==> src/source/cache_pkg.sv <==
package cache_pkg;

	// Line geometry
	localparam int LINE_WORDS = 16;
	localparam int OFFSET_BITS = 6;

	typedef logic [31:0] addr_t;
	typedef logic [31:0] word_t;
	typedef logic [LINE_WORDS*32-1:0] line_t;
	// Taken from address bits 5 to 2
	typedef logic [$clog2(LINE_WORDS)-1:0] word_sel_t;

	// Operation driven to the host memory controller
	typedef enum logic [1:0] {
		HOST_IDLE,
		HOST_READ,
		HOST_WRITE
	} host_op_e;

	// One CPU word access
	typedef struct packed {
		addr_t addr;
		word_t wdata;
		logic  wr;
	} cache_req_t;

	// Result of a tag lookup
	typedef struct packed {
		logic  hit;
		logic  valid;
		logic  dirty;
		addr_t victim_addr;
	} lookup_t;

	// Single cycle pulses into the counters
	typedef struct packed {
		logic hit;
		logic miss;
		logic writeback;
	} perf_event_t;

endpackage

==> src/source/cache_perf_counters.sv <==
`timescale 1ns/100ps

module cache_perf_counters
	import cache_pkg::*;
	#(
	parameter int COUNT_BITS = 16
	)
	(
	input  logic                  clk,
	input  logic                  rst,
	input  perf_event_t           events,
	output logic [COUNT_BITS-1:0] hit_count,
	output logic [COUNT_BITS-1:0] miss_count,
	output logic [COUNT_BITS-1:0] wb_count
	);

	typedef logic [COUNT_BITS-1:0] count_t;

	// Increment that sticks at all ones
	function automatic count_t sat_inc(input count_t c, input logic ev);
		sat_inc = (ev && (c != '1)) ? c + 1'b1 : c;
	endfunction

	always_ff @(posedge clk) begin
		if (rst) begin
			hit_count <= '0;
			miss_count <= '0;
			wb_count <= '0;
		end else begin
			hit_count <= sat_inc(hit_count, events.hit);
			miss_count <= sat_inc(miss_count, events.miss);
			wb_count <= sat_inc(wb_count, events.writeback);
		end
	end

	hit_miss_excl: assert property (@(posedge clk) disable iff (rst)
		!(events.hit && events.miss))
		else $error("hit and miss pulsed together");

endmodule

==> config.mk <==
export PLATFORM = sky130hd
export DESIGN_NAME = cache_perf_counters
export DESIGN_NICKNAME = d
export VERILOG_FILES = /design/src/source/cache_pkg.sv /design/src/source/cache_perf_counters.sv
export SDC_FILE = /design/constraint.sdc
export NUM_CORES = 1
export LEC_CHECK = 0
export ABC_AREA = 0
export CORE_MARGIN = 2
export CORE_UTILIZATION = 55
export CTS_CLUSTER_SIZE = 12
export DETAILED_ROUTE_END_ITERATION = 8
export DONT_BUFFER_PORTS = 1
export PLACE_DENSITY_LB_ADDON = 0.05
export SLEW_MARGIN = 0
export SYNTH_ARGS = -nofsm -noshare
export SYNTH_HDL_FRONTEND = slang
export SYNTH_SLANG_ARGS = --single-unit
==> constraint.sdc <==
create_clock -name clk -period 2.55 [get_ports clk]
set_input_delay 0.51 -clock clk [delete_from_list [all_inputs] [get_ports clk]]
set_output_delay 0.51 -clock clk [all_outputs]
set_load 0.03 [all_outputs]
==> results of run 1 <==
==> worst paths after layout <==
check,start,endpoint,cells past startpoint
worst max register to register,miss_count[5],miss_count[14],4
worst max-delay path,miss_count[5],miss_count[14],4
worst min-delay path,rst,wb_count[7],1
worst min register to register,wb_count[1],wb_count[1],2
==> layer usage <==
metal  vias to the layer above  share of wire [%]  track usage [%]
met5                         -                  0                0
met4                         0                1.2             6.41
met3                         7                6.3             6.49
met2                        58                 45             36.0
met1                      1038                 47             29.1
li1                       1126                  -                -
==> layout make-up <==
| cell class | count | area, sq um |
|---|---|---|
| Clock buffer | 7 | 96.3 |
| Clock inverter | 1 | 30.0 |
| Fill cell | 394 | 1590 |
| Inverter | 5 | 18.8 |
| Multi-Input combinational cell | 224 | 1370 |
| Sequential cell | 48 | 961 |
| Tap cell | 52 | 65.1 |
| Timing Repair Buffer | 17 | 128 |
==> sequential cells by signal (all words and copies together) (netlist names) <==
name        flops
miss_count     16
hit_count      16
wb_count       16
==> logic make-up after synthesis <==
group / synth area share [%]
xor+xnor: 0.731
flops: 40.1
mux: 4.96
compound gates: 16.6
simple gates: 33.1
fa+ha+maj: 1.57
buf+inv: 2.92
==> cell usage in the layout, fill, tap and decap left out, drive strengths merged, types with 9 or more instances in the layout <==
master and n:
nand3 13, or3 9, nand4 15, nor3 14, o31ai 13, dfxtp 48
a21oi 29, nor2 26, nand2 17, buf 17, or4 16, o21ai 11
==> power by group through the flow <==
stage / registers [mW] / clock network (mW) / logic, mW
2_1_floorplan: 0.802 / 0 / 0.0341
3_3_place_gp: 0.794 / 0 / 0.0438
3_5_place_dp: 0.794 / 0 / 0.0446
4_1_cts: 0.777 / 0.612 / 0.0449
5_1_grt: 0.779 / 0.634 / 0.0497
6_report: 0.777 / 0.595 / 0.0442
==> results.yml, run 1 <==
setup_path:
  crit_type: "register to register"
  r2r_slack_ns: 0.39
  end_kind: "register"
  worst_setup_path_start_kind: "register"
  arrival_ns: 2.39
  worst-path-max-fanout: 12
  cpLargestDelayFamily: "simple AND/OR/NAND/NOR gates"
  crit_required_ns: 2.78
  crit_chain: "nand3_1, or2_0, or4_1, a21oi_1"
  timing.critical_path.slowest_stage_cell: "dfxtp_1"
  worst-path-buf-inv: 0
  slowest_delay_ns: 0.59
detailed_routing:
  viasPerCell: 6.30
  drt_pre_antenna_iters: 4
  num_vias: 2229
  total_wirelength_of_the_detailed_routed_design_microns: 5270
  remaining_drc_errors: 0
  avgRoutedWirePerCell_microns: 14.9
  drt_iter0_markers: 110
  ant_nets: 0
grt:
  maximum_number_of_pins_on_one_net_before_global_route_repair: 57
  grt_pass1_vias: 2053
  groute.usage.overall_pct: 22.3
  antenna_found_initial: 0
  first_pass_grt_wire_length_microns: 9110
  grt.overflow.total: 0
power:
  internal-power_mw: 1.12
  seq_power_share_pct: 54.9
  cellLeakagePower_nw: 0.858
  vdd_drop_max_mv: 0.334
  p_comb_share_pct: 3.1
  p_clk_share_pct: 42.0
  power-per-cell-area_nw_per_um2: 530
  netSwitchingPower_mw: 0.292
  power_mw: 1.42
  power_switching_share_pct: 20.6
yosys:
  number_of_instances_in_the_synthesized_netlist: 290
  synth-seq-area-share_pct: 40.1
  synthesis.nets: 298
  ys_ff_latch: 48
  syn_avg_cell_area_sq_um: 8.26
  ys_warn_count: 0
  yosys-top-cells-count: "dfxtp_1, a21oi_1, nor2_1"
  synth_cell_type_count: 37
  synth_ff_type: "dfxtp_1"
  post_synth_main_area_contributors: "dfxtp_1, a21oi_1, or4_1"
  synthDominantCellAreaShare_pct: 40.1
  synth-edff-count: 0
  synth.largest_area_cell: "dfxtp_1"
  post-synth-top-count-cell: "dfxtp_1"
  synthArstFlopShare_pct: 0
  post_synth_instance_area_sq_um: 2400
placement:
  place.gp.congestion: 0.791
  place.detailed.hpwl_microns: 3740
  preCtsSetupSlack_ns: 0.432
  place_area_sq_um: 2540
  numPortBuffers: 0
  numPlacedInstances: 346
clock_tree:
  cts.root.buffer_cell: "clkbuf_8"
  cts_setup_buffers: 0
  cts_resized: 0
  cts_htree_levels: 2
  cts.path.max_buffers: 2
  tritoncts.num_buffers: 5
  cts_tree: "done"
  clk-insertion-delay-late_ns: 0.30
  cts-hold-fix-buffers: 0
  clk_pin_slew_ns: 0.09
  clock_sinks: 48
sta:
  timing.final.setup_violations: 0
  fin_crit_sh_pct: 84.5
  worst_hold_slack_ns: 0.266
  worst_clock_skew_ns: 0.00537
  maxSlewHeadroom_pct: 50.1
  totalNegativeSetupSlack_ns: 0
  timing_max_transition_violations_final: 0
  final.setup.worst_slack_ns: 0.395
  timing.fmax_mhz: 464
  hold_violations: 0
  worst_pin_slew_ns: 0.741
  grt_setup_unrepaired: "no"
  layout_min_cycle_time_ns: 2.16
finish:
  finish.utilization_pct: 62.6
  area_growth_pct: 11.4
  final_net_count: 309
  drive_gt1_share_pct: 12.3
  count_of_placed_standard_cells_in_the_final_layout_fillers_left_out: 354
  diodes: 0
  final_cell_area_sq_um: 2670
floorplan:
  initial_utilization_pct: 56.2
  chipHeight_microns: 70.0
  die_x_microns: 70.0
  num_rows: 24
  fp.coreArea_sq_um: 4260
  die-area_sq_um: 4900
  ioPinCount: 53
hold_path:
  kind_of_path_behind_the_tightest_hold_check: "primary input to register"
run:
  cap_viol_max_count: 0
status:
  outcome: "completed"
Note: power is estimated with default switching activity, not from simulation.
==> inputs of run 2 (changes only) <==
==> constraint.sdc (replaced) <==
create_clock -name clk -period 2.26 [get_ports clk]
set_input_delay 0.452 -clock clk [delete_from_list [all_inputs] [get_ports clk]]
set_output_delay 0.452 -clock clk [all_outputs]
set_load 0.03 [all_outputs]
==> results.yml, run 2 (synthesis results as in run 1) <==
clock_tree:
  cts.root.buffer_cell: "clkbuf_8"
  cts_resized: 0
  cts.path.max_buffers: 2
  tritoncts.num_buffers: 5
  cts-hold-fix-buffers: 0
  cts_tree: "done"
  clk_pin_slew_ns: 0.08
  cts_setup_buffers: 0
  clock_sinks: 48
  clk-insertion-delay-late_ns: 0.30
  cts_htree_levels: 2
finish:
  final.fill_count: 389
  area_growth_pct: 19.5
  leading_cell_type_in_the_layout_fill_and_taps_excluded: "dfxtp_1"
  multiInputGateArea_sq_um: 1370
  diodes: 0
  finish.utilization_pct: 67.2
  count_of_placed_standard_cells_in_the_final_layout_fillers_left_out: 383
  final_net_count: 338
  drive_gt1_share_pct: 19.3
  final_cell_area_sq_um: 2860
  register_area_sq_um: 961
  top_regs: "hit_count x16, miss_count x16, wb_count x16"
  leading_cell_types_in_the_layout_fill_and_taps_excluded: "dfxtp_1, buf_4, a21oi_1, nor2_1, nand2_1"
detailed_routing:
  viasPerCell: 6.16
  ant_nets: 0
  total_wirelength_of_the_detailed_routed_design_microns: 5560
  drt_iter0_markers: 94
  num_vias: 2358
  drt_pre_antenna_iters: 4
  remaining_drc_errors: 0
  avgRoutedWirePerCell_microns: 14.5
hold_path:
  kind_of_path_behind_the_tightest_hold_check: "primary input to register"
sta:
  final.setup.worst_slack_ns: 0.350
  totalNegativeSetupSlack_ns: 0
  timing.fmax_mhz: 524
  grt_setup_unrepaired: "no"
  hold_violations: 0
  timing.final.setup_violations: 0
  timing_max_transition_violations_final: 0
  layout_min_cycle_time_ns: 1.91
  worst_clock_skew_ns: 0.00488
  fin_crit_sh_pct: 84.5
  maxSlewHeadroom_pct: 56.6
  worst_pin_slew_ns: 0.645
grt:
  maximum_number_of_pins_on_one_net_before_global_route_repair: 57
  groute.usage.overall_pct: 23.7
  first_pass_grt_wire_length_microns: 9610
  grt_pass1_vias: 2243
  grt.overflow.total: 0
  antenna_found_initial: 0
run:
  cap_viol_max_count: 0
setup_path:
  crit_type: "register to register"
  end_kind: "register"
  arrival_ns: 2.15
  worst_setup_path_start_kind: "register"
  worst-path-max-fanout: 6
  crit_required_ns: 2.50
power:
  cellLeakagePower_nw: 0.997
  vdd_drop_max_mv: 0.429
  power-per-cell-area_nw_per_um2: 510
floorplan:
  die_x_microns: 70.0
  chipHeight_microns: 70.0
  num_rows: 24
  die-area_sq_um: 4900
  ioPinCount: 53
  initial_utilization_pct: 56.2
  fp.coreArea_sq_um: 4260
placement:
  place.gp.congestion: 0.822
  preCtsSetupSlack_ns: 0.360
  place_area_sq_um: 2770
  numPlacedInstances: 375
  numPortBuffers: 0
  place.detailed.hpwl_microns: 4020
status:
  outcome: "completed"
## run 2: where the power goes
| group | leakage, nW | total, mW | internal (mW) | switching, mW |
|---|---|---|---|---|
| Sequential | 0.388 | 0.863 | 0.855 | 0.00759 |
| Combinational | 0.564 | 0.0709 | 0.0295 | 0.0414 |
| Clock | 0.0455 | 0.526 | 0.250 | 0.277 |
| Total | 0.997 | 1.46 | 1.13 | 0.326 |
## run 2: stage by stage
stage                     hold WS, ns  total power, mW
after floorplan                 0.607            0.943
after global placement          0.499            0.953
after detailed placement        0.510            0.954
after CTS                       0.200             1.48
after global routing            0.197             1.51
final                           0.212             1.46
## run 2: critical path, stage by stage (launching register included)
cell	delay, ns
dfxtp_1	0.59
and4_1	0.39
o2111ai_1	0.26
or4_1	0.46
a21oi_1	0.15
## run 2: layout make-up
class,instances,area share (%)
timing repair buffer,46,12.5
clock buffer,8,3.15
inverter,5,0.655
sequential,48,33.6
tap,52,2.27
multi-input combinational,224,47.9
## run 2: routing by layer
| layer | global-route usage (%) | wire length (microns) | vias to the layer above | share of wire (%) |
|---|---|---|---|---|
| met5 | 0 | 0 | - | 0 |
| met3 | 7.36 | 343 | 10 | 6.2 |
| met2 | 39.6 | 2610 | 60 | 47 |
| met4 | 9.62 | 102 | 0 | 1.8 |
| met1 | 28.2 | 2510 | 1098 | 45 |
| li1 | - | - | 1190 | - |
## run 2: final timing paths
check	startpoint	endpoint	slack (ns)	depth (start not counted)
hold / removal	rst	wb_count[0]	0.21	1
setup reg to reg	hit_count[5]	hit_count[14]	0.35	4
setup / recovery	hit_count[5]	hit_count[14]	0.35	4
hold reg to reg	wb_count[0]	wb_count[0]	0.52	2
==> inputs of run 3 (changes only) <==
==> constraint.sdc (replaced) <==
create_clock -name clk -period 1.8 [get_ports clk]
set_input_delay 0.36 -clock clk [delete_from_list [all_inputs] [get_ports clk]]
set_output_delay 0.36 -clock clk [all_outputs]
set_load 0.03 [all_outputs]
==> results.yml, run 3 (synthesis results as in run 1) <==
status:
  outcome: "completed"
clock_tree:
  cts.root.buffer_cell: "clkbuf_8"
  cts.path.max_buffers: 2
  clk-insertion-delay-late_ns: 0.30
  clk_pin_slew_ns: 0.09
  cts-hold-fix-buffers: 0
  cts_htree_levels: 2
  clock_sinks: 48
  cts_tree: "done"
  tritoncts.num_buffers: 5
placement:
  numPortBuffers: 0
  preCtsSetupSlack_ns: 0.0228
  place.detailed.hpwl_microns: 4180
  place.gp.congestion: 0.783
sta:
  worst_clock_skew_ns: 0.00598
  timing.fmax_mhz: 556
  maxSlewHeadroom_pct: 71.3
  timing.final.setup_violations: 0
  fin_crit_sh_pct: 99.9
  timing_max_transition_violations_final: 0
  hold_violations: 0
  final.setup.worst_slack_ns: 0.000966
  grt_setup_unrepaired: "yes"
  layout_min_cycle_time_ns: 1.80
  totalNegativeSetupSlack_ns: 0
  worst_pin_slew_ns: 0.426
finish:
  diodes: 0
  leading_cell_type_in_the_layout_fill_and_taps_excluded: "buf_4"
  drive_gt1_share_pct: 35.2
  leading_cell_types_in_the_layout_fill_and_taps_excluded: "buf_4, a21oi_1, nor2_1, dfxtp_1, dfxtp_2"
  area_growth_pct: 32.1
  top_regs: "hit_count x16, miss_count x16, wb_count x16"
  final_net_count: 362
power:
  power_mw: 1.89
  cellLeakagePower_nw: 1.16
  internal-power_mw: 1.46
  p_clk_share_pct: 38.1
  p_comb_share_pct: 4.9
  vdd_drop_max_mv: 0.391
  power_switching_share_pct: 22.7
  seq_power_share_pct: 57.0
  power-per-cell-area_nw_per_um2: 598
  netSwitchingPower_mw: 0.430
run:
  cap_viol_max_count: 0
detailed_routing:
  drt_pre_antenna_iters: 4
  num_vias: 2452
  total_wirelength_of_the_detailed_routed_design_microns: 5970
  viasPerCell: 6.02
  avgRoutedWirePerCell_microns: 14.7
  drt_iter0_markers: 126
  ant_nets: 0
  remaining_drc_errors: 0
setup_path:
  r2r_endpoint: "wb_count[10]"
  crit_required_ns: 2.03
  r2r_slack_ns: 0.001
  worst-path-max-fanout: 2
  timing.critical_path.slowest_stage_cell: "or4_4"
  critical_path_s_most_frequent_cell: "or4_4"
  worst_setup_path_start_kind: "register"
  arrival_ns: 2.03
  end_kind: "register"
  slowest_delay_ns: 0.52
  worst-path-buf-inv: 1
  crit_chain: "nand3_4, buf_6, or4_4, or4_4, a21oi_2"
  crit_type: "register to register"
  timing.reg2reg.worst_path_depth: 5
  critical_path.reg2reg.startpoint: "wb_count[4]"
  cpLargestDelayFamily: "simple AND/OR/NAND/NOR gates"
floorplan:
  ioPinCount: 53
  fp.coreArea_sq_um: 4260
  initial_utilization_pct: 56.2
  die-area_sq_um: 4900
  die_x_microns: 70.0
  num_rows: 24
  chipHeight_microns: 70.0
grt:
  groute.usage.overall_pct: 24.4
  first_pass_grt_wire_length_microns: 9900
  grt.overflow.total: 0
  antenna_found_initial: 0
  maximum_number_of_pins_on_one_net_before_global_route_repair: 57
  grt_pass1_vias: 2291
hold_path:
  hold-path-endpoint: "hit_count[6]"
  worst_hold_path.num_cells: 1
  worstHoldStart: "rst"
  kind_of_path_behind_the_tightest_hold_check: "primary input to register"
run 3: worst register-to-register path, stage by stage (launching register included):
cell and delay, ns:
dfxtp_4 0.37, nand3_4 0.08, buf_6 0.13, or4_4 0.52, or4_4 0.52, a21oi_2 0.12
run 3: worst max path at each step:
stage,end,cells past startpoint,start
final,wb_count[10],5,wb_count[4]
after global routing,wb_count[10],5,wb_count[3]
after detailed placement,wb_count[15],4,wb_count[4]
after floorplan,wb_count[13],5,wb_count[4]
after global placement,wb_count[15],4,wb_count[5]
after CTS,wb_count[15],4,wb_count[4]
run 3: cell type report:
| type | count | area, sq um |
|---|---|---|
| fillers | 345 | 1100 |
| flip-flops and latches | 48 | 1010 |
| well taps | 52 | 65.1 |
| multi-input cells | 224 | 1440 |
| repair buffers | 70 | 529 |
| inverters | 5 | 18.8 |
| clock inverters | 1 | 5.00 |
| clock buffers | 7 | 97.6 |
run 3: repair_timing:
action,CTS,global route
setup endpoints to repair,0,16
resized for setup,0,12
buffers inserted,0,2
run 3: per-stage QoR:
stage / std cells / hold slack, ns / util (%) / instance area [sq um]
after floorplan: 290 / 0.509 / - / 2470
after global placement: 397 / 0.426 / 70.1 / 2990
after detailed placement: 397 / 0.429 / 70.1 / 2990
after CTS: 405 / 0.103 / 72.5 / 3090
after global routing: 407 / 0.103 / 74.2 / 3170
final: 407 / 0.123 / 74.2 / 3170
run 3: per-layer routing:
layer / part of all wire [%] / GRT usage [%] / up-vias
li1: - / - / 1240
met1: 45 / 29.0 / 1138
met2: 49 / 42.6 / 67
met3: 5.7 / 7.79 / 7
met4: 0.95 / 6.20 / 0
met5: 0 / 0 / -
run 3: power groups by stage:
stage          clock network, mW  registers [mW]  logic [mW]
3_5_place_dp                   0            1.10      0.0906
4_1_cts                    0.736            1.08      0.0912
6_report                   0.720            1.08      0.0929
5_1_grt                    0.762            1.08       0.101
3_3_place_gp                   0            1.10      0.0880
2_1_floorplan                  0            1.13      0.0496
